<file path="config.mk">
export PLATFORM = sky130hd
export DESIGN_NAME = memory_stage
export DESIGN_NICKNAME = d
export VERILOG_FILES = /design/src/rtl/cpu_pkg.sv /design/src/rtl/memory_stage.sv
export VERILOG_INCLUDE_DIRS = /design/src /design/src/rtl
export SDC_FILE = /design/constraint.sdc
export NUM_CORES = 2
export LEC_CHECK = 0
export BUFFER_PORTS_ARGS = -buffer_cell sky130_fd_sc_hd__clkbuf_2
export CORE_UTILIZATION = 45
export DETAILED_ROUTE_END_ITERATION = 7
export PLACE_DENSITY_LB_ADDON = 0.05
export SLEW_MARGIN = 20
export SYNTH_ARGS = -nofsm -noshare
export SYNTH_HDL_FRONTEND = slang
export SYNTH_SLANG_ARGS = --single-unit
</file>
<file path="constraint.sdc">
create_clock -name clk -period 5.3 [get_ports clk]
set_input_delay 1.06 -clock clk [delete_from_list [all_inputs] [get_ports clk]]
set_output_delay 1.06 -clock clk [all_outputs]
set_load 0.02 [all_outputs]
</file>
<file path="src/rtl/cpu_settings.svh">
`ifndef CPU_SETTINGS_SVH
`define CPU_SETTINGS_SVH

// Datapath word and register numbering
`define DATA_WIDTH 32
`define REG_ADDR_BITS 5
`define NUM_REGS 32

// Instruction and data memories share one size
`define MEM_DEPTH_LOG2 6
`define MEM_DEPTH 64

`define RESET_PC 32'h0000_0000

`endif

</file>
<file path="src/rtl/cpu_pkg.sv">
`default_nettype none

`include "cpu_settings.svh"

package cpu_pkg;

  typedef enum logic [2:0] {
    alu_add,
    alu_sub,
    alu_and,
    alu_or,
    alu_slt
  } alu_op_t;

  typedef enum logic [5:0] {
    op_rtype = 6'h00,
    op_beq   = 6'h04,
    op_addi  = 6'h08,
    op_lw    = 6'h23,
    op_sw    = 6'h2b
  } opcode_t;

  typedef struct packed {
    logic [`DATA_WIDTH-1:0] pc_plus4;
    logic [`DATA_WIDTH-1:0] instruction;
  } if_id_t;

  typedef struct packed {
    logic [`DATA_WIDTH-1:0] pc_plus4;
    logic [`REG_ADDR_BITS-1:0] rs;
    logic [`REG_ADDR_BITS-1:0] rt;
    logic [`REG_ADDR_BITS-1:0] rd_sel;
    logic [`DATA_WIDTH-1:0] rs_data;
    logic [`DATA_WIDTH-1:0] rt_data;
    logic [`DATA_WIDTH-1:0] immediate;
    alu_op_t alu_op;
    logic alu_src; // Immediate as second operand
    logic mem_read;
    logic mem_write;
    logic reg_write;
    logic branch;
  } id_ex_t;

  typedef struct packed {
    logic [`DATA_WIDTH-1:0] alu_result;
    logic [`DATA_WIDTH-1:0] store_data;
    logic [`REG_ADDR_BITS-1:0] rd_sel;
    logic mem_read;
    logic mem_write;
    logic reg_write;
  } ex_mem_t;

  typedef struct packed {
    logic [`DATA_WIDTH-1:0] alu_result;
    logic [`DATA_WIDTH-1:0] read_data;
    logic [`REG_ADDR_BITS-1:0] rd_sel;
    logic mem_to_reg;
    logic reg_write;
  } mem_wb_t;

endpackage

`default_nettype wire

</file>
<file path="src/rtl/memory_stage.sv">
`timescale 1ns/1ps
`default_nettype none

`include "cpu_settings.svh"

module memory_stage import cpu_pkg::*; (
  input  logic                   clk,
  input  ex_mem_t                ex_in,
  output mem_wb_t                mem_out,
  output logic                   mem_write,
  output logic [`DATA_WIDTH-1:0] mem_addr,
  output logic [`DATA_WIDTH-1:0] mem_data
);

  logic [`DATA_WIDTH-1:0]    dmem [`MEM_DEPTH];
  logic [`MEM_DEPTH_LOG2-1:0] word_idx;

  initial begin
    for (int i = 0; i < `MEM_DEPTH; i++) begin
      dmem[i] = '0;
    end
  end

  assign word_idx = ex_in.alu_result[`MEM_DEPTH_LOG2+1:2]; // Byte address to word

  always_ff @(posedge clk) begin
    if (ex_in.mem_write) begin
      dmem[word_idx] <= ex_in.store_data;
    end
  end

  assign mem_write = ex_in.mem_write;
  assign mem_addr  = ex_in.alu_result;
  assign mem_data  = ex_in.store_data;

  assign mem_out.alu_result = ex_in.alu_result;
  assign mem_out.read_data  = dmem[word_idx];
  assign mem_out.rd_sel     = ex_in.rd_sel;
  assign mem_out.mem_to_reg = ex_in.mem_read;
  assign mem_out.reg_write  = ex_in.reg_write;

endmodule

`default_nettype wire

</file>
==> metrics.yaml <==
outcome:
  outcome: "complete, no violations"
power:
  combPwrFrac: 0.066
  p_per_area_mw_per_mm2: 378
  power.net_switching_mw: 7.86
  swShare: 0.227
  p_seq_frac: 0.519
  leakage_nw: 29.8
  p_int_mw: 26.7
  ir_worst_vdd_mv: 0.351
  pwr-share-clk: 0.415
final_layout:
  area_growth_pct: 15.7
  top_register: "dmem"
  fillers: 14079
  final_area_mm2: 0.0915
  finalNonFillerCells: 7126
  multi_input_area_mm2: 0.0162
  ff_latch_area_mm2: 0.0615
  nNetsFinal: 4684
  largest_reg_flops: 2048
  drive_gt1_frac: 0.233
  largestRegisters: "dmem: 2048 flops"
synth:
  synth_area_mm2: 0.0791
  synth_top_area_cell: "edfxtp_1"
  synth-warning-count: 0
  yosysSeqAreaShare: 0.778
  synth_most_common_cell: "edfxtp_1"
  synth_cells: 4311
  ys.flop_type: "edfxtp_1"
  synth-edff-count: 2048
  syn_nets: 4384
  synth_cell_types: 55
  async_flop_share: 0
  ys_ff_latch: 2048
  ys_top_cells_by_count: "edfxtp_1 (2048), mux2i_1 (259), a22oi_1 (188)"
  synth_area_per_cell_um2: 18.3
  ys_top_cells_by_area: "edfxtp_1 (78%), mux2i_1 (3.3%), mux4_2 (2.7%), mux2_2 (2.1%), a221oi_1 (1.9%)"
  synth.top_cell.area_share: 0.778
route:
  antenna_left: 0
  drt-met1-wl_um: 109000
  dr_total_vias: 43986
  top_layer: "met5"
  drt-total-wl_um: 253000
  wl_met2_um: 116000
  routed_via_density: 6.17
  drc: 0
  firstDrtPassIters: 6
  wl_met3_um: 19600
  wire_per_inst_um: 35.5
  drtIter0Drc: 5532
timing:
  holdWs_ns: 0.575
  slew-limit-headroom: 0.234
  finalWorstSetupSlack_ns: 0.0303
  slew_violations: 0
  setup_tns_ns: 0
  max_slew.worst_pin.slew_ns: 1.14
  rsz0062_at_grt: "no"
  setup_viol: 0
  hold_viol: 0
  fin_crit_sh: 0.994
  period_needed_ns: 5.27
  fmax_mhz: 190
clock_network:
  clock-sinks: 2048
  clockBufferDepth: 3
  cts-root-buf: "clkbuf_16"
  clkTransAtPathRegs_ns: 0.06
  cts_tree: "yes"
  cts_made_buffers: 214
  h-tree-depth: 4
placement:
  pre_cts_slack_ns: -0.442
  gp_congestion: 0.904
  io_buffers: 116
  placed_area_mm2: 0.0846
  hpwlAfterDp_um: 152000
  post-place-cells: 6718
global_route:
  grt_max_degree: 80
  grt_overflow_total: 0
  grt_pass1_wl_um: 348000
  track_usage: 0.281
  first_global_vias: 42275
  antenna_found_initial: 21
job:
  cap_violations: 0
worst_setup_path:
  crit_arrival_ns: 4.21
  cp-end-kind: "output pin"
  crit_required_ns: 4.24
  cp_slowest_cell: "buf_4"
  crit_start: "ex_in[42]"
  crit_top_cell: "buf_4"
  worstPathMaxFanout: 36
  critPathLaunchType: "primary input"
  cp_slowest_stage_delay_ns: 0.61
  crit_chain: "buf_8, buf_12, buf_12, nor3_2, buf_4, a22oi_1, a31oi_1, a2111oi_4, buf_4, nand3_1, buf_4, clkbuf_2"
  critPathKind: "in2out"
min_path:
  min_path_type: "in2reg"
  min-delay-start: "ex_in[39]"
floorplanning:
  die_h_um: 421
  core_mm2: 0.174
  placementRows: 153
  die_area_mm2: 0.177
  fp.dieW_um: 421
  initial_core_util: 0.454
  pin_count: 209
-- worst paths after layout --
kind,cells past startpoint,slack [ns],to
max,12,0.03,mem_out[25]
min,1,0.58,dmem[40][31]
-- per-stage QoR --
step / utilization / power [mW]
2_1_floorplan: - / 19.3
3_3_place_gp: 0.486 / 20.5
3_5_place_dp: 0.486 / 20.5
4_1_cts: 0.524 / 34.8
5_1_grt: 0.525 / 35.5
6_report: 0.525 / 34.6
-- power groups by stage --
stage / registers (mW) / clock network, mW / logic [mW]
2_1_floorplan: 18.3 / 0 / 1.04
3_3_place_gp: 18.3 / 0 / 2.24
3_5_place_dp: 18.3 / 0 / 2.25
4_1_cts: 18.0 / 14.6 / 2.26
5_1_grt: 18.0 / 15.2 / 2.36
6_report: 18.0 / 14.4 / 2.27
-- worst max-delay path, delay by kind of cell --
kind / cells / cell delay (ns)
buffers and inverters: 7 / 1.71
AO/OA/AOI/OAI: 3 / 0.62
AND/OR/NAND/NOR: 2 / 0.75
-- cell families after synthesis --
family | Yosys count | synth area share
and+or+nand+nor | 424 | 0.0280
DFF | 2048 | 0.778
AOI/OAI and AO/OA | 933 | 0.0865
muxes | 502 | 0.0811
buffers and inverters | 404 | 0.0267
-- layout make-up --
cell class	count	share of cell area
Sequential cell	2048	0.672
Clock inverter	126	0.0116
Multi-Input combinational cell	1859	0.177
Timing Repair Buffer	486	0.0460
Tap cell	2325	0.0318
Antenna cell	18	0.000492
Clock buffer	262	0.0607
Inverter	2	0.000164
-- per-layer routing --
layer / vias to the layer above / GRT usage
met5: - / 0
met4: 4 / 0.0902
met3: 326 / 0.0567
met2: 1802 / 0.430
met1: 23447 / 0.404
li1: 18407 / -
-- placed cells by master, fill, tap and decap left out, types with 84 or more instances in the layout --
cell,count
clkbuf_2,87
mux4_2,96
o22ai_1,93
edfxtp_1,2048
mux2i_1,257
a21oi_1,120
mux2_2,147
o21ai_0,84
a22oi_1,188
clkbuf_16,217
a221oi_1,175
and3_1,85
buf_4,309
-- repair_timing --
action,in CTS,in global routing
hold buffers,0,0
setup buffers,0,0
pin swaps,0,2
gates cloned,0,2
gates resized for setup,15,12
endpoints found under the setup margin,10,13
Note: power is estimated with default switching activity, not from simulation.
