$ cat src/rtl/cpu_settings.svh
`ifndef CPU_SETTINGS_SVH
`define CPU_SETTINGS_SVH

// Datapath word and register numbering
`define DATA_WIDTH 32
`define REG_ADDR_BITS 5
`define NUM_REGS 32

// Instruction and data memories share one size
`define MEM_DEPTH_LOG2 6
`define MEM_DEPTH 64

`define RESET_PC 32'h0000_0000

`endif

$ cat src/rtl/cpu_pkg.sv
`default_nettype none

`include "cpu_settings.svh"

package cpu_pkg;

  typedef enum logic [2:0] {
    alu_add,
    alu_sub,
    alu_and,
    alu_or,
    alu_slt
  } alu_op_t;

  typedef enum logic [5:0] {
    op_rtype = 6'h00,
    op_beq   = 6'h04,
    op_addi  = 6'h08,
    op_lw    = 6'h23,
    op_sw    = 6'h2b
  } opcode_t;

  typedef struct packed {
    logic [`DATA_WIDTH-1:0] pc_plus4;
    logic [`DATA_WIDTH-1:0] instruction;
  } if_id_t;

  typedef struct packed {
    logic [`DATA_WIDTH-1:0] pc_plus4;
    logic [`REG_ADDR_BITS-1:0] rs;
    logic [`REG_ADDR_BITS-1:0] rt;
    logic [`REG_ADDR_BITS-1:0] rd_sel;
    logic [`DATA_WIDTH-1:0] rs_data;
    logic [`DATA_WIDTH-1:0] rt_data;
    logic [`DATA_WIDTH-1:0] immediate;
    alu_op_t alu_op;
    logic alu_src; // Immediate as second operand
    logic mem_read;
    logic mem_write;
    logic reg_write;
    logic branch;
  } id_ex_t;

  typedef struct packed {
    logic [`DATA_WIDTH-1:0] alu_result;
    logic [`DATA_WIDTH-1:0] store_data;
    logic [`REG_ADDR_BITS-1:0] rd_sel;
    logic mem_read;
    logic mem_write;
    logic reg_write;
  } ex_mem_t;

  typedef struct packed {
    logic [`DATA_WIDTH-1:0] alu_result;
    logic [`DATA_WIDTH-1:0] read_data;
    logic [`REG_ADDR_BITS-1:0] rd_sel;
    logic mem_to_reg;
    logic reg_write;
  } mem_wb_t;

endpackage

`default_nettype wire

$ cat src/rtl/execute_stage.sv
`timescale 1ns/1ps
`default_nettype none

`include "cpu_settings.svh"

module execute_stage import cpu_pkg::*; (
  input  id_ex_t                 id_in,
  input  ex_mem_t                ex_mem_fwd,
  input  mem_wb_t                mem_wb_fwd,
  output ex_mem_t                ex_out,
  output logic                   branch_taken,
  output logic [`DATA_WIDTH-1:0] branch_target
);

  logic [`DATA_WIDTH-1:0] op_a;
  logic [`DATA_WIDTH-1:0] rt_val;
  logic [`DATA_WIDTH-1:0] op_b;
  logic [`DATA_WIDTH-1:0] result;

  // Youngest producer first
  function automatic logic [`DATA_WIDTH-1:0] forward(
    input logic [`REG_ADDR_BITS-1:0] src,
    input logic [`DATA_WIDTH-1:0]    file_val,
    input ex_mem_t                   em,
    input mem_wb_t                   mw
  );
    if (em.reg_write && (em.rd_sel != '0) && (em.rd_sel == src)) begin
      return em.alu_result;
    end else if (mw.reg_write && (mw.rd_sel != '0) && (mw.rd_sel == src)) begin
      return mw.mem_to_reg ? mw.read_data : mw.alu_result;
    end
    return file_val;
  endfunction

  assign op_a   = forward(id_in.rs, id_in.rs_data, ex_mem_fwd, mem_wb_fwd);
  assign rt_val = forward(id_in.rt, id_in.rt_data, ex_mem_fwd, mem_wb_fwd);
  assign op_b   = id_in.alu_src ? id_in.immediate : rt_val;

  always_comb begin
    case (id_in.alu_op)
      alu_add: result = op_a + op_b;
      alu_sub: result = op_a - op_b;
      alu_and: result = op_a & op_b;
      alu_or:  result = op_a | op_b;
      alu_slt: result = {{(`DATA_WIDTH-1){1'b0}}, $signed(op_a) < $signed(op_b)};
      default: result = '0;
    endcase
  end

  always_comb begin
    ex_out            = '0;
    ex_out.alu_result = result;
    ex_out.store_data = rt_val; // Forwarded store data
    ex_out.rd_sel     = id_in.rd_sel;
    ex_out.mem_read   = id_in.mem_read;
    ex_out.mem_write  = id_in.mem_write;
    ex_out.reg_write  = id_in.reg_write;
  end

  assign branch_taken  = id_in.branch && (op_a == rt_val);
  assign branch_target = id_in.pc_plus4 + {id_in.immediate[`DATA_WIDTH-3:0], 2'b00};

endmodule

`default_nettype wire

$ cat config.mk
export PLATFORM = sky130hd
export DESIGN_NAME = execute_stage
export DESIGN_NICKNAME = d
export VERILOG_FILES = /design/src/rtl/cpu_pkg.sv /design/src/rtl/execute_stage.sv
export VERILOG_INCLUDE_DIRS = /design/src /design/src/rtl
export SDC_FILE = /design/constraint.sdc
export NUM_CORES = 1
export LEC_CHECK = 0
export ABC_AREA = 1
export BUFFER_PORTS_ARGS = -buffer_cell sky130_fd_sc_hd__buf_2
export CORE_AREA = 2 2 155 157
export DETAILED_ROUTE_END_ITERATION = 16
export DIE_AREA = 0 0 157 159
export GPL_ROUTABILITY_DRIVEN = 0
export PLACE_DENSITY = 0.76
export SETUP_SLACK_MARGIN = 0.2
export SKIP_LAST_GASP = 1
export SYNTH_ARGS = -nofsm -noshare
export SYNTH_HDL_FRONTEND = slang
export SYNTH_SLANG_ARGS = --single-unit
$ cat constraint.sdc
create_clock -name vclk -period 5.3
set_input_delay 0.795 -clock vclk [all_inputs]
set_output_delay 0.795 -clock vclk [all_outputs]
set_load 0.1 [all_outputs]
==> flow_summary_export.csv <==
group,metric,value,unit
placement,portBuffers,345,
floorplanning,core,23200,sq um
final_layout,utilization,71.4,%
final_layout,final_nets,2989,
worst_setup_path,crit_path_end,"ex_out[68]",
worst_hold_path,hp-start,"id_in[119]",
logic_synthesis,ys_warn_count,0,
worst_setup_path,path_max_fanout,5,
sta,whs,1.59,ns
worst_setup_path,critPathRequiredTime,4.51,ns
route,via_per_inst,5.95,
global_route,grt_pass1_vias,15000,
global_route,grt_usage,39.4,%
run_status,status,"finished clean",
pwr,ir_drop,0.000235,V
logic_synthesis,synth_common_cells,"nand2_1 (663), inv_1 (326), nor2_1 (197), nand3_1 (194), a21oi_1 (158)",
pwr,power,3.14,mW
sta,fin_crit_sh,98.7,%
logic_synthesis,yosysTopAreaCell,"nand2_1",
placement,dp.cells,2842,
placement,post-dp-hpwl,43800,um
placement,place_ws,-0.116,ns
pwr,power.density,190,nW/um^2
route,wl_per_cell,19.6,um
pwr,p_leak,8.87,nW
floorplanning,die_w,157,um
sta,min_period,5.23,ns
final_layout,final_cells,2887,
sta,slew_headroom,31.3,%
floorplanning,die_h,159,um
worst_setup_path,startpoint,"id_in[109]",
final_layout,regArea,0,sq um
worst_setup_path,critPathCaptureType,"output pin",
logic_synthesis,yosys-top-cells-area,"nand2_1 (23%), ha_1 (15%), inv_1 (11%), nand3_1 (9.0%), a21oi_1 (7.3%)",
route,postRouteAntennaNets,0,
logic_synthesis,syn_area_per_cell,5.08,sq um
sta,fin_ws,0.0709,ns
final_layout,areaGrowthSynthToFinish,53.7,%
route,vias,17200,
global_route,grt_overflow,0,
worst_setup_path,path_class,"input port to output pin",
sta,fmaxAchievable,0.191,GHz
floorplanning,ios,399,
route,drtIter0Drc,2563,
sta,worst_pin_slew,1.03,ns
sta,slew_viol_final,0,
worst_setup_path,cp_data_arrival_time,4.43,ns
sta,hold_viol,0,
flow_run,cap_violations,0,
logic_synthesis,ys_types,50,
sta,setup_tns,0,ns
placement,placed_area,14700,sq um
sta,rsz0062_at_grt,"true",
final_layout,clock_buffers,0,
final_layout,fin_area,16600,sq um
global_route,antenna_found_initial,2,
floorplanning,dieArea,25000,sq um
worst_setup_path,worst_setup_path_start_kind,"input port",
global_route,grt_max_degree,35,
logic_synthesis,synth_top_area_share,23.1,%
final_layout,drive_gt1_share,35.0,%
logic_synthesis,syn_area,10800,sq um
floorplanning,initial_utilization,46.4,%
logic_synthesis,synth_most_common_cell,"nand2_1",
sta,finalSetupViolCount,0,
route,wirelength,56700,um
logic_synthesis,synth_cells,2118,
logic_synthesis,ys_seq_area_share,0,%
floorplanning,rows,56,
worst_hold_path,hp-class,"input port to output pin",
route,drt_pass1_iterations,9,
global_route,grt_pass1_wl,78300,um
logic_synthesis,synth.net_count,2540,
final_layout,seq_cell_count,0,
route,drc,0,
where the power goes:
part,switching [mW],leakage (nW),internal [mW]
combinational,2.14,8.87,1.00
sequential,0,0,0
clock,0,0.0000190,0.0000000757
repair_timing:
item,4_1_cts,5_1_grt
pin swaps,16,93
hold buffers,0,0
cloned,1,5
buffers inserted,7,29
resized for setup,84,283
endpoints found under the setup margin,21,25
cell families after synthesis:
logic type / share of synthesized area (%)
simple gates: 43.3
buf+inv: 16.6
compound gates: 19.9
fa+ha+maj: 15.1
xor+xnor: 3.50
mux: 1.59
how the worst min path moves through the flow:
stage | end | cells past startpoint | slack, ns
after CTS | branch_target[1] | 0 | 1.59
after detailed placement | branch_target[1] | 0 | 1.59
after floorplan | branch_target[0] | 1 | 1.80
after global placement | branch_target[1] | 0 | 1.59
final | branch_target[0] | 0 | 1.59
after global routing | ex_out[7] | 0 | 1.59
area by class of cell:
| class | count | area [sq um] |
|---|---|---|
| inverter | 339 | 1300 |
| multi-input combinational | 1692 | 10900 |
| timing repair buffer | 534 | 3980 |
| fill | 1808 | 6640 |
| tap | 319 | 399 |
| antenna | 3 | 7.51 |
placed cells by master (no fill, tap or decap), types with 29 or more instances in the layout:
cell type and count:
nand3_1 161, a21oi_1 109, nand2_1 598, nor2_1 171, buf_12 39, inv_2 29, buf_2 302, o21ai_1 37
inv_1 300, o21ai_0 64, nand2_2 56, buf_4 162, a21oi_2 42, ha_1 94
worst max-delay path, stage by stage:
cell and delay [ns]:
buf_6 0.11, xnor2_4 0.19, buf_4 0.14, nand2_2 0.08, nor2_4 0.18, nand2_8 0.10
nor2_1 0.22, o21ai_4 0.10, o21ai_1 0.30, inv_1 0.14, ha_4 0.26, inv_1 0.11
nand2_1 0.13, o21ai_2 0.20, a31oi_4 0.06, inv_2 0.10, nand2_2 0.07, nand2_2 0.11
buf_4 0.11, nand3_1 0.15, nor2_1 0.25, nor2_1 0.06, nand2_1 0.09, nand3_2 0.10
nand3_4 0.11, buf_12 0.17
layer usage:
layer  GRT usage (%)  up-vias  share of wire, %
met4            21.8        0               8.9
met1            50.4     7584                34
met3            6.42      393                14
met2            62.5     1530                43
met5               0        -                 0
li1                -     7666                 -
No activity file was read; power rests on OpenSTA's default activity.
