--- src/rtl/cpu_settings.svh ---
`ifndef CPU_SETTINGS_SVH
`define CPU_SETTINGS_SVH

// Datapath word and register numbering
`define DATA_WIDTH 32
`define REG_ADDR_BITS 5
`define NUM_REGS 32

// Instruction and data memories share one size
`define MEM_DEPTH_LOG2 6
`define MEM_DEPTH 64

`define RESET_PC 32'h0000_0000

`endif

--- src/rtl/cpu_pkg.sv ---
`default_nettype none

`include "cpu_settings.svh"

package cpu_pkg;

  typedef enum logic [2:0] {
    alu_add,
    alu_sub,
    alu_and,
    alu_or,
    alu_slt
  } alu_op_t;

  typedef enum logic [5:0] {
    op_rtype = 6'h00,
    op_beq   = 6'h04,
    op_addi  = 6'h08,
    op_lw    = 6'h23,
    op_sw    = 6'h2b
  } opcode_t;

  typedef struct packed {
    logic [`DATA_WIDTH-1:0] pc_plus4;
    logic [`DATA_WIDTH-1:0] instruction;
  } if_id_t;

  typedef struct packed {
    logic [`DATA_WIDTH-1:0] pc_plus4;
    logic [`REG_ADDR_BITS-1:0] rs;
    logic [`REG_ADDR_BITS-1:0] rt;
    logic [`REG_ADDR_BITS-1:0] rd_sel;
    logic [`DATA_WIDTH-1:0] rs_data;
    logic [`DATA_WIDTH-1:0] rt_data;
    logic [`DATA_WIDTH-1:0] immediate;
    alu_op_t alu_op;
    logic alu_src; // Immediate as second operand
    logic mem_read;
    logic mem_write;
    logic reg_write;
    logic branch;
  } id_ex_t;

  typedef struct packed {
    logic [`DATA_WIDTH-1:0] alu_result;
    logic [`DATA_WIDTH-1:0] store_data;
    logic [`REG_ADDR_BITS-1:0] rd_sel;
    logic mem_read;
    logic mem_write;
    logic reg_write;
  } ex_mem_t;

  typedef struct packed {
    logic [`DATA_WIDTH-1:0] alu_result;
    logic [`DATA_WIDTH-1:0] read_data;
    logic [`REG_ADDR_BITS-1:0] rd_sel;
    logic mem_to_reg;
    logic reg_write;
  } mem_wb_t;

endpackage

`default_nettype wire

--- src/rtl/regfile_if.sv ---
`timescale 1ns/1ps
`default_nettype none

`include "cpu_settings.svh"

interface regfile_if;

  logic [`REG_ADDR_BITS-1:0] rs_addr;
  logic [`REG_ADDR_BITS-1:0] rt_addr;
  logic [`DATA_WIDTH-1:0]    rs_data;
  logic [`DATA_WIDTH-1:0]    rt_data;

  modport reader (output rs_addr, rt_addr, input rs_data, rt_data);
  modport file (input rs_addr, rt_addr, output rs_data, rt_data);

endinterface

`default_nettype wire

--- src/rtl/register_file.sv ---
`timescale 1ns/1ps
`default_nettype none

`include "cpu_settings.svh"

module register_file import cpu_pkg::*; (
  input  logic                      clk,
  input  logic                      reset,
  input  mem_wb_t                   wb_in,
  regfile_if.file                   rf,
  output logic                      wb_valid,
  output logic [`REG_ADDR_BITS-1:0] wb_reg,
  output logic [`DATA_WIDTH-1:0]    wb_data
);

  logic [`DATA_WIDTH-1:0] regs [`NUM_REGS];
  logic [`DATA_WIDTH-1:0] wb_value;
  logic                   write_en;

  assign wb_value = wb_in.mem_to_reg ? wb_in.read_data : wb_in.alu_result;
  assign write_en = wb_in.reg_write && (wb_in.rd_sel != '0); // r0 stays zero

  always_ff @(posedge clk) begin
    if (reset) begin
      for (int i = 0; i < `NUM_REGS; i++) begin
        regs[i] <= '0;
      end
    end else if (write_en) begin
      regs[wb_in.rd_sel] <= wb_value;
    end
  end

  // Write-through so decode sees the value retiring this cycle
  assign rf.rs_data = (write_en && (wb_in.rd_sel == rf.rs_addr)) ? wb_value : regs[rf.rs_addr];
  assign rf.rt_data = (write_en && (wb_in.rd_sel == rf.rt_addr)) ? wb_value : regs[rf.rt_addr];

  assign wb_valid = write_en;
  assign wb_reg   = wb_in.rd_sel;
  assign wb_data  = wb_value;

endmodule

`default_nettype wire

--- src/flat_wrapper.sv ---
// flat-port wrapper written by rule: the top's interface ports become plain ports
module register_file_flat import cpu_pkg::*;
  (clk, reset, wb_in, wb_valid, wb_reg, wb_data, rf_rs_addr, rf_rt_addr, rf_rs_data, rf_rt_data);
  regfile_if rf_i ();
  input  logic clk;
  input  logic reset;
  input  mem_wb_t wb_in;
  output logic wb_valid;
  output logic [`REG_ADDR_BITS-1:0] wb_reg;
  output logic [`DATA_WIDTH-1:0] wb_data;
  input wire logic [$bits(rf_i.rs_addr)-1:0] rf_rs_addr;
  input wire logic [$bits(rf_i.rt_addr)-1:0] rf_rt_addr;
  output wire logic [$bits(rf_i.rs_data)-1:0] rf_rs_data;
  output wire logic [$bits(rf_i.rt_data)-1:0] rf_rt_data;
  assign rf_i.rs_addr = rf_rs_addr;
  assign rf_i.rt_addr = rf_rt_addr;
  assign rf_rs_data = rf_i.rs_data;
  assign rf_rt_data = rf_i.rt_data;
  register_file u_core (.clk(clk), .reset(reset), .wb_in(wb_in), .rf(rf_i), .wb_valid(wb_valid), .wb_reg(wb_reg), .wb_data(wb_data));
endmodule
--- config.mk ---
export PLATFORM = sky130hd
export DESIGN_NAME = register_file_flat
export DESIGN_NICKNAME = d
export VERILOG_FILES = /design/src/rtl/cpu_pkg.sv /design/src/rtl/regfile_if.sv /design/src/rtl/register_file.sv /design/src/flat_wrapper.sv
export VERILOG_INCLUDE_DIRS = /design/src /design/src/rtl
export SDC_FILE = /design/constraint.sdc
export NUM_CORES = 2
export LEC_CHECK = 0
export BUFFER_PORTS_ARGS = -buffer_cell sky130_fd_sc_hd__buf_2
export CAP_MARGIN = 20
export CORE_ASPECT_RATIO = 0.75
export CORE_MARGIN = 1.5
export CORE_UTILIZATION = 57
export DETAILED_ROUTE_END_ITERATION = 6
export PLACE_DENSITY_LB_ADDON = 0.2
export SYNTH_ARGS = -nofsm -noshare
export SYNTH_HDL_FRONTEND = slang
export SYNTH_SLANG_ARGS = --single-unit
--- constraint.sdc ---
create_clock -name clk -period 2.5 [get_ports clk]
set_input_delay 0.5 -clock clk [delete_from_list [all_inputs] [get_ports clk]]
set_output_delay 0.5 -clock clk [all_outputs]
set_load 0.01 [all_outputs]
==> results.json <==
{
  "core-area_sq_um": 93900,
  "route.detailed.vias_per_inst": 7.20,
  "drt_iter0_markers": 8626,
  "finalHoldViolCount": 0,
  "crit_type": "flip-flop to output pin",
  "portBuffers": 184,
  "postSynthCellCount": 4577,
  "p_leak_nw": 27.9,
  "yosys.cell_types.count": 29,
  "cts_inserted_buffers": 101,
  "slew_headroom_pct": 41.0,
  "status": "complete, but fails checks",
  "grt_overflow": 0,
  "gp_congestion": 0.947,
  "largest_register_ffs": 1024,
  "drc": 0,
  "total_power_mw": 43.7,
  "final_core_util_pct": 74.6,
  "synth_top_area_share_pct": 56.5,
  "avgRoutedWirePerCell_um": 35.1,
  "cp_cell_sequence": "mux2i_1 -> a22oi_1 -> a21oi_1 -> or4_4 -> mux2i_4 -> buf_2",
  "final_nets": 5213,
  "cp-end-kind": "output pin",
  "slowest_delay_ns": 0.54,
  "violations": "setup timing",
  "setup_violations": 64,
  "grt_use_total_pct": 44.7,
  "clk_pin_slew_ns": 0.07,
  "grt_pass1_vias": 44100,
  "grt_max_degree": 64,
  "dp_worst_setup_slack_ns": -0.648,
  "cts_buffer_depth": 3,
  "grt_pass1_wl_mm": 311,
  "seq_area_frac_synth_pct": 56.5,
  "synth_area_sq_um": 54400,
  "ir_drop_v": 0.000566,
  "ys_ff_latch": 1024,
  "post_synth.cell_area_avg_sq_um": 11.9,
  "start_util_pct": 57.9,
  "grt_setup_unrepaired": "true",
  "fin_area_sq_um": 70100,
  "synth_top_area_cell": "edfxtp_1",
  "hpwl_mm": 131,
  "path_max_fanout": 2,
  "slowest_stage": "or4_4",
  "tritoncts": "yes",
  "start_kind": "flip-flop",
  "maxCapViolations": 0,
  "worstMarginPinSlew_ns": 0.885,
  "worst_hold_slack_ns": 0.245,
  "netlist_top_cells_area": "edfxtp_1, mux2i_1, a22oi_1",
  "setup_tns_ns": -29.26,
  "antenna_found_initial": 5,
  "dpl.cell_count": 6129,
  "io_pins": 185,
  "rows": 97,
  "hold_class": "input port to flip-flop",
  "pwr_density_cell_nw_per_um2": 624,
  "die_x_um": 360,
  "largest-register": "u_core.regs",
  "drt_pre_antenna_iters": 7,
  "timing.final.ws_setup_ns": -0.579,
  "drive_above_1_share_pct": 30.2,
  "mostFrequentLayoutCell": "edfxtp_1",
  "fmax_ghz": 0.325,
  "stdcell_count": 6449,
  "die_h_um": 271,
  "critPathArrivalTime_ns": 2.58,
  "reg_top3": "u_core.regs x1024",
  "final_cell_mix": "edfxtp_1, mux2i_1, nor2_1, buf_4, a22oi_1",
  "place_area_sq_um": 62300,
  "synth_warnings": 0,
  "htree_levels": 3,
  "clock-sinks": 1024,
  "wirelength_mm": 227,
  "postRouteAntennaNets": 0,
  "cts-root-buf": "clkbuf_16",
  "via_count": 46400,
  "drv_slew": 0,
  "period_minus_slack_ns": 3.08,
  "syn_to_final_growth_pct": 28.7,
  "cp.required_ns": 2.00,
  "dieArea_sq_um": 97400,
  "min_period_over_period_pct": 123
}
-- critical path, delay by kind of cell (launching register included) --
family,cells,cell delay [ns]
and+or+nand+nor,1,0.54
DFF,1,0.40
muxes,2,0.40
AOI/OAI and AO/OA,2,0.30
buffers and inverters,1,0.20
-- power breakdown --
group / leakage [nW] / internal (mW) / switching (mW)
clock network: 1.54 / 8.39 / 6.87
registers: 9.75 / 19.8 / 0.578
logic: 16.6 / 3.40 / 4.63
total: 27.9 / 31.6 / 12.1
-- routing by layer --
metal	vias to the layer above	GRT usage, %	share of wire [%]
met1	22400	59.2	34
li1	18200	-	-
met5	-	0	0.048
met3	1115	16.9	18
met4	8	25.0	7.3
met2	4714	63.4	41
-- area by class of cell --
cell class	count	area [sq um]
flip-flops and latches	1024	30700
multi-input cells	3091	23900
fillers	5817	23900
repair buffers	880	10600
clock buffers	124	2640
well taps	1237	1550
clock inverters	59	520
inverters	32	120
diodes	2	5.00
-- synthesized netlist by cell type --
cell type,instances
a21oi_1,256
buf_2,9
clkbuf_2,1
edfxtp_1,1024
nor3b_1,4
nand2b_1,35
buf_1,10
and3_1,2
mux2i_1,1120
nor2_1,997
or2_2,2
inv_1,32
xnor2_1,4
a22oi_1,512
and2_1,2
buf_12,2
xor2_1,6
or4_1,64
buf_6,44
nand4_1,2
a21boi_1,1
clkbuf_4,8
nor3_1,3
clkbuf_1,328
nor2b_1,5
nand2_1,35
conb_1,1
and3b_1,3
buf_4,65
-- cells by family after synthesis --
logic type / share of synthesized area, %
xor gates and xnor gates: 0.161
DFF: 56.5
AOI/OAI and AO/OA: 9.43
muxes: 20.6
buffers and inverters: 4.63
and+or+nand+nor: 8.68
other: 0.00689
-- final timing paths --
path,start,to,slack (ns),depth (start not counted)
max,u_core.regs[28][12],rf_rs_data[12],-0.58,6
min,wb_in[60],u_core.regs[28][21],0.24,3
-- timing repair --
item                                    4_1_cts  5_1_grt
hold buffers                                  0        0
pin swaps                                   271      228
resized for setup                           398      176
setup buffers                                54       50
cloned                                       52       14
endpoints found under the setup margin       64       64
No activity file was read; power rests on OpenSTA's default activity.
