**src/rtl/cpu_settings.svh**
```systemverilog
`ifndef CPU_SETTINGS_SVH
`define CPU_SETTINGS_SVH

// Datapath word and register numbering
`define DATA_WIDTH 32
`define REG_ADDR_BITS 5
`define NUM_REGS 32

// Instruction and data memories share one size
`define MEM_DEPTH_LOG2 6
`define MEM_DEPTH 64

`define RESET_PC 32'h0000_0000

`endif

```
**src/rtl/cpu_pkg.sv**
```systemverilog
`default_nettype none

`include "cpu_settings.svh"

package cpu_pkg;

  typedef enum logic [2:0] {
    alu_add,
    alu_sub,
    alu_and,
    alu_or,
    alu_slt
  } alu_op_t;

  typedef enum logic [5:0] {
    op_rtype = 6'h00,
    op_beq   = 6'h04,
    op_addi  = 6'h08,
    op_lw    = 6'h23,
    op_sw    = 6'h2b
  } opcode_t;

  typedef struct packed {
    logic [`DATA_WIDTH-1:0] pc_plus4;
    logic [`DATA_WIDTH-1:0] instruction;
  } if_id_t;

  typedef struct packed {
    logic [`DATA_WIDTH-1:0] pc_plus4;
    logic [`REG_ADDR_BITS-1:0] rs;
    logic [`REG_ADDR_BITS-1:0] rt;
    logic [`REG_ADDR_BITS-1:0] rd_sel;
    logic [`DATA_WIDTH-1:0] rs_data;
    logic [`DATA_WIDTH-1:0] rt_data;
    logic [`DATA_WIDTH-1:0] immediate;
    alu_op_t alu_op;
    logic alu_src; // Immediate as second operand
    logic mem_read;
    logic mem_write;
    logic reg_write;
    logic branch;
  } id_ex_t;

  typedef struct packed {
    logic [`DATA_WIDTH-1:0] alu_result;
    logic [`DATA_WIDTH-1:0] store_data;
    logic [`REG_ADDR_BITS-1:0] rd_sel;
    logic mem_read;
    logic mem_write;
    logic reg_write;
  } ex_mem_t;

  typedef struct packed {
    logic [`DATA_WIDTH-1:0] alu_result;
    logic [`DATA_WIDTH-1:0] read_data;
    logic [`REG_ADDR_BITS-1:0] rd_sel;
    logic mem_to_reg;
    logic reg_write;
  } mem_wb_t;

endpackage

`default_nettype wire

```
**src/rtl/fetch_stage.sv**
```systemverilog
`timescale 1ns/1ps
`default_nettype none

`include "cpu_settings.svh"

module fetch_stage import cpu_pkg::*; (
  input  logic                       clk,
  input  logic                       reset,
  input  logic                       hold,
  input  logic                       branch_taken,
  input  logic [`DATA_WIDTH-1:0]     branch_target,
  input  logic                       imem_write,
  input  logic [`MEM_DEPTH_LOG2-1:0] imem_addr,
  input  logic [`DATA_WIDTH-1:0]     imem_data,
  output if_id_t                     if_out
);

  logic [`DATA_WIDTH-1:0] pc;
  logic [`DATA_WIDTH-1:0] imem [`MEM_DEPTH];

  // Unloaded words decode as no-op
  initial begin
    for (int i = 0; i < `MEM_DEPTH; i++) begin
      imem[i] = '0;
    end
  end

  always_ff @(posedge clk) begin
    if (reset && imem_write) begin // Program load only during reset
      imem[imem_addr] <= imem_data;
    end
  end

  always_ff @(posedge clk) begin
    if (reset) begin
      pc <= `RESET_PC;
    end else if (branch_taken) begin // Redirect wins over stall
      pc <= branch_target;
    end else if (!hold) begin
      pc <= pc + 4;
    end
  end

  assign if_out.pc_plus4    = pc + 4;
  assign if_out.instruction = imem[pc[`MEM_DEPTH_LOG2+1:2]];

endmodule

`default_nettype wire

```
**config.mk**
```make
export PLATFORM = sky130hd
export DESIGN_NAME = fetch_stage
export DESIGN_NICKNAME = d
export VERILOG_FILES = /design/src/rtl/cpu_pkg.sv /design/src/rtl/fetch_stage.sv
export VERILOG_INCLUDE_DIRS = /design/src /design/src/rtl
export SDC_FILE = /design/constraint.sdc
export NUM_CORES = 2
export LEC_CHECK = 0
export BUFFER_PORTS_ARGS = -buffer_cell sky130_fd_sc_hd__buf_2
export CAP_MARGIN = 25
export CORE_MARGIN = 5
export CORE_UTILIZATION = 62
export DETAILED_ROUTE_END_ITERATION = 10
export PLACE_DENSITY_LB_ADDON = 0.2
export SYNTH_ARGS = -nofsm -noshare
export SYNTH_HDL_FRONTEND = slang
export SYNTH_SLANG_ARGS = --single-unit
```
**constraint.sdc**
```tcl
create_clock -name clk -period 4.5 [get_ports clk]
set_input_delay 0.9 -clock clk [delete_from_list [all_inputs] [get_ports clk]]
set_output_delay 0.9 -clock clk [all_outputs]
set_load 0.01 [all_outputs]
```
==> impl_results.md <==
- First-pass GRT wire length: 300700 um
- Setup ws final: 8.630 ps
- Max Clock Freq: 222.6 MHz
- Remaining Overflow, GRT: 0
- WL/cell: 35.29 um
- Register area: 62280 sq um
- Worst slew pin tran: 934.9 ps
- Relative slew slack: 37.50%
- R2R Path Start: pc[14]
- Vias per cell: 6.891
- IO buf count: 138
- Final Hold Fails: 0
- Synth Cell Area: 80240 sq um
- Crit-path max FO: 16
- Max Cap Viol: 0
- Outcome: completed
- Vias in the first global route: 41530
- # DRC: 0
- Util after Layout: 71.34%
- CP Cell Sequence: buf_4, nand3b_1, buf_4, o221ai_1, a21oi_1, a21oi_2, nor2_1, buf_2
- IO Pins: 139
- Synth cell types: 59
- DIE AREA: 136700 sq um
- Root Driver: clkbuf_16
- Rows: 132
- Peak VDD IR: 411.2 uV
- Seq pwr share: 53.7%
- Worst Setup Path Type: flop to primary output
- Layout cells sized above 1: 30.81%
- Logic pwr share: 6.3%
- Area taken by multi-input logic gates: 17550 sq um
- Hold/Removal Path Class: input pin to flop
- Crit path top cell by count: buf_4
- Crit path launch type: flop
- Die X: 369.8 um
- Synth async-reset ratio: 0%
- Initial core utilization: 62.21%
- Top FF cell, synth: edfxtp_1
- EDFF count, synth: 2048
- Final setup fails: 0
- Pre-CTS WS: 387.8 ps
- Hold Buf Count CTS: 0
- Clock share of power: 40.0%
- Largest net degree at the start of global routing: 65
- Avg Inst Size Synth: 21.75 sq um
- Clock Sinks: 2086
- H-tree levels: 4
- DR vias: 41390
- Leakage: 28.59 nW
- Total CTS buffers: 199
- R2r setup slk: 2100 ps
- WP data required: 3600 ps
- Final wirelength: 211900 um
- CP max-delay cell: nand3b_1
- Crit path to: if_out[21]
- Synth-to-Final Area Change: 14.68%
- Switching share of power: 21.71%
- Gate count after technology mapping: 3690
- Clock Latency Late Sink: 800 ps
- TritonCTS clock tree: done
- Power per Cell Area: 434.7 nW/um^2
- Critical Path End Type: primary output
- Flop and latch count out of synthesis: 2086
- Die Ht: 369.8 um
- Worst reg2reg endpoint: pc[27]
- Core area: 129000 sq um
- Clock slew seen by the registers of the worst setup and hold paths: 60 ps
- DR pass1 iterations: 7
- Sequential element share of the synthesized area: 77.59%
- R2R cell count: 5
- Yosys warns: 0
- P_int: 31.32 mW
- Worst Skew: 5.348 ps
- Deepest clock path buffer count: 3
- Fillers: 7370
- Fin crit share: 99.81%
- Post-Synthesis Net Count: 3766
- # nets final: 4171
- Worst stage delay on the critical path: 610 ps
- Power, Total: 40.00 mW
- Dpl hpwl: 120200 um
- TNS Setup: 0 ps
- DRT iter0 DRCs: 6395
- Post-route ant nets: 0
- Max-slew violation count: 0
- Critical Path AT: 3590 ps
- Antenna violations before repair: 6
- Switch Pwr: 8.683 mW
- Final GP Congestion: 0.8106
- Minimum clock period: 4491 ps
- GRT Resource Usage Total: 31.37%
==> cell usage after synthesis (6+ instances only) <==
master	number	area share (%)
edfxtp_1	2048	77
mux4_2	498	14
nor2_1	175	0.82
mux2i_1	105	1.3
buf_2	97	0.60
clkbuf_1	82	0.38
nand2_1	71	0.33
o22ai_1	69	0.54
o21ai_0	62	0.39
a21oi_1	57	0.36
a221oi_1	52	0.57
dfxtp_1	38	0.95
mux2_2	30	0.42
o221ai_1	29	0.32
xnor2_1	29	0.32
buf_1	25	0.12
nand3_1	23	0.14
nor3_1	21	0.13
a211oi_1	19	0.18
xor2_1	19	0.21
nand2b_1	16	0.12
nor2b_1	13	0.10
inv_1	9	0.042
a31oi_1	8	0.062
nor4_1	8	0.062
nand3b_1	7	0.065
a22oi_1	6	0.056
==> stage by stage <==
stage	hold WS (ps)	std cells	instance area, sq um
after floorplan	461.7	3690	80240
after detailed placement	493.4	5604	85190
after CTS	287.0	5982	91610
after global routing	308.3	6004	92020
final	327.7	6006	92020
after global placement	470.4	5595	85010
==> how the worst min path moves through the flow <==
stage                      start  cells after the start     end  slack (ps)
3_5_place_dp               pc[1]                      2   pc[1]         490
4_1_cts        branch_target[10]                      2  pc[10]         290
2_1_floorplan              pc[0]                      2   pc[0]         460
5_1_grt        branch_target[10]                      2  pc[10]         310
3_3_place_gp               pc[1]                      2   pc[1]         470
6_report       branch_target[10]                      2  pc[10]         330
==> cells by family after synthesis <==
family | count (synthesis) | share of synthesized area, %
compound gates | 324 | 2.701
flops | 2086 | 77.59
xor+xnor | 48 | 0.5239
buf+inv | 220 | 1.222
mux | 633 | 15.71
fa+ha+maj | 1 | 0.01559
simple gates | 378 | 2.242
==> power by group through the flow <==
stage          sequential (mW)  clock (mW)  combinational (mW)
6_report                  21.5        16.0                2.54
5_1_grt                   21.5        17.0                2.66
4_1_cts                   21.5        16.1                2.47
3_5_place_dp              21.9           0                2.39
3_3_place_gp              21.9           0                2.34
2_1_floorplan             21.9           0                1.35
==> what timing repair did <==
action	CTS	global route
endpoints found under the hold margin	0	0
cloned	1	0
gates resized for setup	11	11
endpoints found under the setup margin	31	19
pin swaps	1	0
buffers inserted	10	5
==> state kept, by name (all words and copies together) (netlist names), named ones only <==
register	flops
pc	32
imem	2048
==> per-layer routing <==
layer  GRT usage (%)  wire length [um]  share of wire [%]
met5               0                21             0.0099
met1           44.20             75430                 36
met4           10.76              7893                3.7
met2           49.14            101800                 48
met3           8.019             26790                 13
==> final cells by class <==
class	instances	share of cell area (%)
Multi-Input combinational cell	1384	19.07
Tap cell	1742	2.368
Sequential cell	2086	67.67
Timing Repair Buffer	415	4.107
Clock inverter	127	1.111
Clock buffer	240	5.625
Inverter	9	0.03671
Antenna cell	3	0.008158
==> critical path, delay by kind of cell (launching register included) <==
family / cells / cell delay (ps)
AO/OA/AOI/OAI: 3 / 630
flip-flops: 1 / 310
buffers and inverters: 3 / 1020
AND/OR/NAND/NOR: 2 / 810
==> placed cells by master, fill, tap and decap left out, types with 8 or more instances in the layout <==
cell | synthesis | final
a211oi_1 | 19 | 18
a21oi_1 | 57 | 54
a221oi_1 | 52 | 50
a31oi_1 | 8 | 8
buf_12 | 0 | 74
buf_2 | 97 | 138
buf_4 | 5 | 195
bufinv_16 | 0 | 12
clkbuf_1 | 82 | 39
clkbuf_16 | 0 | 201
clkinv_1 | 0 | 61
clkinv_2 | 0 | 32
dfxtp_1 | 38 | 33
edfxtp_1 | 2048 | 2048
inv_1 | 9 | 9
mux2_2 | 30 | 30
mux2i_1 | 105 | 105
mux4_2 | 498 | 498
nand2_1 | 71 | 70
nand2b_1 | 16 | 12
nand3_1 | 23 | 23
nor2_1 | 175 | 113
nor2_4 | 0 | 62
nor2b_1 | 13 | 12
nor3_1 | 21 | 18
nor4_1 | 8 | 8
o21ai_0 | 62 | 60
o221ai_1 | 29 | 29
o22ai_1 | 69 | 69
xnor2_1 | 29 | 29
xor2_1 | 19 | 19
Power figures use the tool's default switching activity.
