`src/rtl/cpu_settings.svh`:
```
`ifndef CPU_SETTINGS_SVH
`define CPU_SETTINGS_SVH

// Datapath word and register numbering
`define DATA_WIDTH 32
`define REG_ADDR_BITS 5
`define NUM_REGS 32

// Instruction and data memories share one size
`define MEM_DEPTH_LOG2 6
`define MEM_DEPTH 64

`define RESET_PC 32'h0000_0000

`endif

```
`src/rtl/cpu_pkg.sv`:
```
`default_nettype none

`include "cpu_settings.svh"

package cpu_pkg;

  typedef enum logic [2:0] {
    alu_add,
    alu_sub,
    alu_and,
    alu_or,
    alu_slt
  } alu_op_t;

  typedef enum logic [5:0] {
    op_rtype = 6'h00,
    op_beq   = 6'h04,
    op_addi  = 6'h08,
    op_lw    = 6'h23,
    op_sw    = 6'h2b
  } opcode_t;

  typedef struct packed {
    logic [`DATA_WIDTH-1:0] pc_plus4;
    logic [`DATA_WIDTH-1:0] instruction;
  } if_id_t;

  typedef struct packed {
    logic [`DATA_WIDTH-1:0] pc_plus4;
    logic [`REG_ADDR_BITS-1:0] rs;
    logic [`REG_ADDR_BITS-1:0] rt;
    logic [`REG_ADDR_BITS-1:0] rd_sel;
    logic [`DATA_WIDTH-1:0] rs_data;
    logic [`DATA_WIDTH-1:0] rt_data;
    logic [`DATA_WIDTH-1:0] immediate;
    alu_op_t alu_op;
    logic alu_src; // Immediate as second operand
    logic mem_read;
    logic mem_write;
    logic reg_write;
    logic branch;
  } id_ex_t;

  typedef struct packed {
    logic [`DATA_WIDTH-1:0] alu_result;
    logic [`DATA_WIDTH-1:0] store_data;
    logic [`REG_ADDR_BITS-1:0] rd_sel;
    logic mem_read;
    logic mem_write;
    logic reg_write;
  } ex_mem_t;

  typedef struct packed {
    logic [`DATA_WIDTH-1:0] alu_result;
    logic [`DATA_WIDTH-1:0] read_data;
    logic [`REG_ADDR_BITS-1:0] rd_sel;
    logic mem_to_reg;
    logic reg_write;
  } mem_wb_t;

endpackage

`default_nettype wire

```
`src/rtl/regfile_if.sv`:
```
`timescale 1ns/1ps
`default_nettype none

`include "cpu_settings.svh"

interface regfile_if;

  logic [`REG_ADDR_BITS-1:0] rs_addr;
  logic [`REG_ADDR_BITS-1:0] rt_addr;
  logic [`DATA_WIDTH-1:0]    rs_data;
  logic [`DATA_WIDTH-1:0]    rt_data;

  modport reader (output rs_addr, rt_addr, input rs_data, rt_data);
  modport file (input rs_addr, rt_addr, output rs_data, rt_data);

endinterface

`default_nettype wire

```
`src/rtl/decode_stage.sv`:
```
`timescale 1ns/1ps
`default_nettype none

`include "cpu_settings.svh"

module decode_stage import cpu_pkg::*; (
  input  if_id_t                    if_in,
  input  logic                      ex_mem_read,
  input  logic [`REG_ADDR_BITS-1:0] ex_rt,
  regfile_if.reader                 rf,
  output id_ex_t                    id_out,
  output logic                      load_use_stall
);

  localparam logic [5:0] funct_add = 6'h20;
  localparam logic [5:0] funct_sub = 6'h22;
  localparam logic [5:0] funct_and = 6'h24;
  localparam logic [5:0] funct_or  = 6'h25;
  localparam logic [5:0] funct_slt = 6'h2a;

  opcode_t                   opcode;
  logic [`REG_ADDR_BITS-1:0] rs;
  logic [`REG_ADDR_BITS-1:0] rt;
  logic [`REG_ADDR_BITS-1:0] rd;
  logic [5:0]                funct;
  logic                      uses_rt;

  assign opcode = opcode_t'(if_in.instruction[31:26]);
  assign rs     = if_in.instruction[25:21];
  assign rt     = if_in.instruction[20:16];
  assign rd     = if_in.instruction[15:11];
  assign funct  = if_in.instruction[5:0];

  assign rf.rs_addr = rs;
  assign rf.rt_addr = rt;

  always_comb begin
    id_out           = '0;
    id_out.pc_plus4  = if_in.pc_plus4;
    id_out.rs        = rs;
    id_out.rt        = rt;
    id_out.rs_data   = rf.rs_data;
    id_out.rt_data   = rf.rt_data;
    id_out.immediate = {{(`DATA_WIDTH-16){if_in.instruction[15]}}, if_in.instruction[15:0]};
    uses_rt          = 1'b0;
    case (opcode)
      op_rtype: begin
        id_out.rd_sel    = rd;
        id_out.reg_write = 1'b1;
        uses_rt          = 1'b1;
        case (funct)
          funct_add: id_out.alu_op = alu_add;
          funct_sub: id_out.alu_op = alu_sub;
          funct_and: id_out.alu_op = alu_and;
          funct_or:  id_out.alu_op = alu_or;
          funct_slt: id_out.alu_op = alu_slt;
          default:   id_out.reg_write = 1'b0; // Unknown funct including the all-zero word
        endcase
      end
      op_addi: begin
        id_out.rd_sel    = rt;
        id_out.alu_src   = 1'b1;
        id_out.reg_write = 1'b1;
      end
      op_lw: begin
        id_out.rd_sel    = rt;
        id_out.alu_src   = 1'b1;
        id_out.mem_read  = 1'b1;
        id_out.reg_write = 1'b1;
      end
      op_sw: begin
        id_out.alu_src   = 1'b1;
        id_out.mem_write = 1'b1;
        uses_rt          = 1'b1; // Store data
      end
      op_beq: begin
        id_out.alu_op = alu_sub;
        id_out.branch = 1'b1;
        uses_rt       = 1'b1;
      end
      default: ;
    endcase
  end

  // Load in execute feeds this instruction
  assign load_use_stall = ex_mem_read && (ex_rt != '0) &&
                          ((ex_rt == rs) || (uses_rt && (ex_rt == rt)));

endmodule

`default_nettype wire

```
`src/flat_wrapper.sv`:
```
// flat-port wrapper written by rule: the top's interface ports become plain ports
module decode_stage_flat import cpu_pkg::*;
  (if_in, ex_mem_read, ex_rt, id_out, load_use_stall, rf_rs_addr, rf_rt_addr, rf_rs_data, rf_rt_data);
  regfile_if rf_i ();
  input  if_id_t if_in;
  input  logic ex_mem_read;
  input  logic [`REG_ADDR_BITS-1:0] ex_rt;
  output id_ex_t id_out;
  output logic load_use_stall;
  output wire logic [$bits(rf_i.rs_addr)-1:0] rf_rs_addr;
  output wire logic [$bits(rf_i.rt_addr)-1:0] rf_rt_addr;
  input wire logic [$bits(rf_i.rs_data)-1:0] rf_rs_data;
  input wire logic [$bits(rf_i.rt_data)-1:0] rf_rt_data;
  assign rf_rs_addr = rf_i.rs_addr;
  assign rf_rt_addr = rf_i.rt_addr;
  assign rf_i.rs_data = rf_rs_data;
  assign rf_i.rt_data = rf_rt_data;
  decode_stage u_core (.if_in(if_in), .ex_mem_read(ex_mem_read), .ex_rt(ex_rt), .rf(rf_i), .id_out(id_out), .load_use_stall(load_use_stall));
endmodule
```
`config.mk`:
```
export PLATFORM = sky130hd
export DESIGN_NAME = decode_stage_flat
export DESIGN_NICKNAME = d
export VERILOG_FILES = /design/src/rtl/cpu_pkg.sv /design/src/rtl/regfile_if.sv /design/src/rtl/decode_stage.sv /design/src/flat_wrapper.sv
export VERILOG_INCLUDE_DIRS = /design/src /design/src/rtl
export SDC_FILE = /design/constraint.sdc
export NUM_CORES = 1
export LEC_CHECK = 0
export BUFFER_PORTS_ARGS = -buffer_cell sky130_fd_sc_hd__buf_2
export CORE_AREA = 3 3 115 117
export DETAILED_ROUTE_END_ITERATION = 8
export DIE_AREA = 0 0 118 120
export REMOVE_ABC_BUFFERS = 1
export SLEW_MARGIN = 20
export SYNTH_ARGS = -nofsm -noshare
export SYNTH_HDL_FRONTEND = slang
export SYNTH_SLANG_ARGS = --single-unit
export TNS_END_PERCENT = 1
```
`constraint.sdc`:
```
create_clock -name vclk -period 1.8
set_input_delay 0.18 -clock vclk [all_inputs]
set_output_delay 0.18 -clock vclk [all_outputs]
set_load 0.1 [all_outputs]
```
==> out/metrics.cfg, run 1 <==
[layout]
final_nets = 283
num-clock-buffers = 0
seq_area_um2 = 0
drive_gt1_frac = 0.796
stdcell_area_mm2 = 0.00137
nFlopsAndLatches = 0
syn_to_final_growth_pct = -6.80
num_antenna_cells = 0

[floorplanning]
start_util = 0.118
ios = 296
die_area_mm2 = 0.0142
rows = 41
die_w_um = 118
core_mm2 = 0.0125
die_h_um = 120

[placed_design]
hpwlAfterDp_mm = 16.4
place_congestion = 0.933
dpl_cell_area_mm2 = 0.00131
pre_cts_slack_ps = -109
place.port_buffers = 94

[power]
peakVddDrop_v = 0.000161
p_leak_uw = 0.000634
p_comb_frac = 1.000
power_uw = 644
power_per_cell_area_mw_per_mm2 = 470
sw_frac_of_total = 0.826
switchingPower_uw = 533
seq_power_share = 0
clockPowerShare = 0
internal_power_uw = 112

[global_route]
grt_pass1_vias = 943
overflow = 0
grtUsageTotal = 0.224
antenna_found_initial = 1
grt_pass1_wl_mm = 18.9
grt_max_degree = 19

[logic_synthesis]
syn_avg_cell_area_um2 = 7.66
ys_seq_area_frac = 0
yosys_warnings = 0
synth_cells = 192
yosys.cell_count.top_type = buf_4
synth_area_leaders = buf_4 (76%), xor2_1 (3.6%), a22o_1 (3.0%), xnor2_1 (2.4%), nor4b_4 (1.6%)
ys_types = 25
yosysTopAreaCellShare = 0.755
syn_area_mm2 = 0.00147
synth_largest_area_cell = buf_4
synth_commonest_cells = buf_4 (148), xor2_1 (6), a22o_1 (5)

[timing]
layout_setup_ws_ps = -18.0
max_freq_mhz = 550
slew_headroom = 0.663
finalSetupViolations = 4
rsz0062_at_grt = yes
worst_slew_pin_slew_ps = 509
period_needed_ps = 1820
finalCritPeriodShare = 1.01
worst_hold_slack_ps = 360
hold_violations = 0
finalMaxSlewViolations = 0

[setup_path]
worst_ep_required_time_ps = 1620
worstPathArrival_ps = 1640
startpoint_type = primary input
critPathCaptureType = primary output
cp_max_fo = 4
worstSetupPathType = in2out

[routing]
ant_nets = 0
wl_per_cell_um = 52.4
routed_wl_mm = 16.7
routed_via_density = 3.28
first_iter_violations = 62
dr.pass1.iters = 4
vias = 1047
drt_drc_violations_left = 0

[min_path]
hp-class = in2out

[run_status]
status = finished, violations left
violations = negative setup slack

[job]
drv_cap = 0

## power by group through the flow
stage,logic [uW],clock network (uW),registers [uW]
global placement,637,0,0
finish,644,0,0
global route,662,0,0
detailed placement,638,0,0
floorplan,71.5,0,0
CTS,643,0,0
## timing repair
action                     4_1_cts  5_1_grt
buffers inserted                 0        0
cloned                           0        0
pin swaps                        3        4
setup endpoints to repair        9       10
resized for setup                6        5
hold buffers                     0        0
## cell families (layout without fill, tap and decap cells)
| logic type | Yosys count | after routing | share of synthesized area |
|---|---|---|---|
| buffers and inverters | 148 | 103 | 0.755 |
| and+or+nand+nor | 21 | 21 | 0.110 |
| AOI/OAI and AO/OA | 11 | 11 | 0.0612 |
| xor gates and xnor gates | 10 | 10 | 0.0595 |
| muxes | 2 | 2 | 0.0145 |
## cell usage in the layout, fill, tap and decap left out, types with 2 or more instances in the layout
cell	n
buf_2	79
buf_12	13
buf_4	7
xor2_1	6
xnor2_1	4
buf_6	4
nor2_1	3
a22o_4	3
a22o_1	3
or3_4	2
nor3b_1	2
nand3_1	2
nor3_1	2
## per-stage QoR
| step | std cells | util | TNS, ps |
|---|---|---|---|
| floorplan | 44 | - | -10590 |
| global placement | 319 | 0.105 | -331 |
| detailed placement | 319 | 0.105 | -498 |
| CTS | 319 | 0.108 | -176 |
| global route | 319 | 0.110 | -432 |
| finish | 319 | 0.110 | -57.9 |
## area by class of cell
class / instances / area, um^2
Multi-Input combinational cell: 44 / 403
Fill cell: 1460 / 11100
Timing Repair Buffer: 103 / 753
Tap cell: 172 / 215
## worst max-delay path: stages
cell,delay [ps]
buf_6,90
or3_4,410
mux2_4,290
nor3_4,160
buf_6,150
a22o_1,170
buf_12,180
## per-layer routing
layer / vias up / GRT usage / part of all wire
li1: 380 / - / -
met1: 390 / 0.0537 / 0.092
met2: 253 / 0.458 / 0.56
met3: 22 / 0.339 / 0.32
met4: 2 / 0.0462 / 0.032
met5: - / 0 / 0.00078
## path summary, 6_finish.rpt
kind	cells past startpoint	to	slack [ps]	from
max	7	id_out[105]	-20	if_in[31]
min	0	id_out[98]	360	rf_rs_data[26]
Power figures use the tool's default switching activity.
==> run 2: changes to the inputs <==
- CELL_PAD_IN_SITES_DETAIL_PLACEMENT: default -> 1
- CELL_PAD_IN_SITES_GLOBAL_PLACEMENT: default -> 1
- CORE_AREA: 3 3 115 117 -> 3 3 113 115
- DIE_AREA: 0 0 118 120 -> 0 0 116 118
- PLACE_DENSITY_LB_ADDON: default -> 0.1
==> run 2 against run 1 <==
The flow still finishes with violations (negative setup slack). Global-route usage is 0.31 points higher. Final cell count fell by 7.8%. Die area shrank 3.3%. Power rose by 0.17%. Sequential share of layout area is the same. Fmax shrank 2.2%. Largest cell class unchanged.
==> out/metrics.cfg, run 2 (synthesized netlist as in run 1, its figures left out) <==
[global_route]
antenna_found_initial = 0
overflow = 0
grtUsageTotal = 0.227
grt_pass1_wl_mm = 18.7
grt_use_met1 = 0.0599
grt_max_degree = 19
gr-usage-met2 = 0.460
grt_pass1_vias = 1056
use_met3 = 0.320
grt-busiest-layer = met2

[routing]
first_iter_violations = 26
routed_wl_mm = 16.5
drt_drc_violations_left = 0
ant_nets = 0
dr.pass1.iters = 4
routed_via_density = 3.44
vias = 1012
wl_per_cell_um = 56.1

[setup_path]
slowest_stage = or3_4
slowest_delay_ps = 420
worstSetupPathType = in2out
critPathTopFamily = simple AND/OR/NAND/NOR gates
crit_cells = 7
worstPathArrival_ps = 1680
cp_max_fo = 4
startpoint_type = primary input
critPathCaptureType = primary output
worst_ep_required_time_ps = 1620
cp_num_buf_inv = 3
crit_chain = buf_6 -> or3_4 -> mux2_4 -> nor3_4 -> buf_4 -> a22o_1 -> buf_12

[placed_design]
place_congestion = 0.903
place.port_buffers = 94
pre_cts_slack_ps = -97.7
hpwlAfterDp_mm = 16.1
place_inst = 294

[layout]
final_cell_count_no_fill = 294
layout_commonest_cell = buf_2
num-clock-buffers = 0
final_nets = 283
final_cell_mix = buf_2 (79), buf_12 (14), buf_4 (8), xor2_1 (6), xnor2_1 (4)
syn_to_final_growth_pct = -8.84
drive_gt1_frac = 0.789
num_antenna_cells = 0
fill_cells = 1434
nFlopsAndLatches = 0
finish.utilization = 0.113
seq_area_um2 = 0
multiInputGateArea_um2 = 399

[cts]
hold_buffers = 0
cts_setup_buffers = 0

[power]
power_per_cell_area_mw_per_mm2 = 481
peakVddDrop_v = 0.000140
p_leak_uw = 0.000630

[run_status]
status = finished, violations left
violations = negative setup slack

[floorplanning]
ios = 296
core_mm2 = 0.0119
start_util = 0.124
die_h_um = 118
rows = 40
die_w_um = 116
die_area_mm2 = 0.0137

[timing]
hold_violations = 0
max_freq_mhz = 538
layout_setup_ws_ps = -58.1
worst_hold_slack_ps = 360
period_needed_ps = 1860
rsz0062_at_grt = yes
finalMaxSlewViolations = 0
worst_slew_pin_slew_ps = 507
finalSetupViolations = 4
setup_tns_ps = -181
finalCritPeriodShare = 1.03
slew_headroom = 0.665

[min_path]
holdPathEnd = id_out[97]
whs_path_depth = 0
hp-class = in2out
min-delay-start = rf_rs_data[25]

[job]
drv_cap = 0

## run 2: cell count changes in the layout (fill, tap and decap cells not counted)
cell	change
buf_4	+1
buf_6	-2
a22o_2	+1
nor3_2	-1
buf_12	+1
a31o_4	+1
a31o_2	-1
a22o_4	-1
nor3_1	+1
## run 2: worst max path at each step
stage               from        endpoint  slack [ps]
2_1_floorplan  if_in[31]  load_use_stall       -3700
3_3_place_gp   if_in[26]     id_out[104]         -90
3_5_place_dp   if_in[26]     id_out[104]        -100
4_1_cts        if_in[26]     id_out[104]        -100
5_1_grt        if_in[26]     id_out[107]         -90
6_report       if_in[26]     id_out[106]         -60
## run 2: through the flow
step	power, uW	instance area, um^2
2_1_floorplan	71.5	360
3_3_place_gp	646	1290
3_5_place_dp	643	1290
4_1_cts	644	1300
5_1_grt	666	1340
6_report	646	1340
## run 2: layout make-up
cell class | count | area share
timing repair buffer | 103 | 0.565
tap | 147 | 0.137
multi-input combinational | 44 | 0.298
## run 2: power by group
part           internal [uW]  switching (uW)
Combinational            111             534
Clock                      0               0
Sequential                 0               0
Total                    111             534
## run 2: timing repair
| action | in CTS | in global routing |
|---|---|---|
| endpoints found under the setup margin | 9 | 9 |
| pin swaps | 0 | 2 |
| resized for setup | 2 | 6 |
## run 2: metal layers
metal / routed length, um / share of wire / vias up
met3: 5000 / 0.30 / 24
met2: 9380 / 0.57 / 220
li1: - / - / 380
met4: 558 / 0.034 / 0
met5: 0 / 0 / -
met1: 1550 / 0.094 / 388
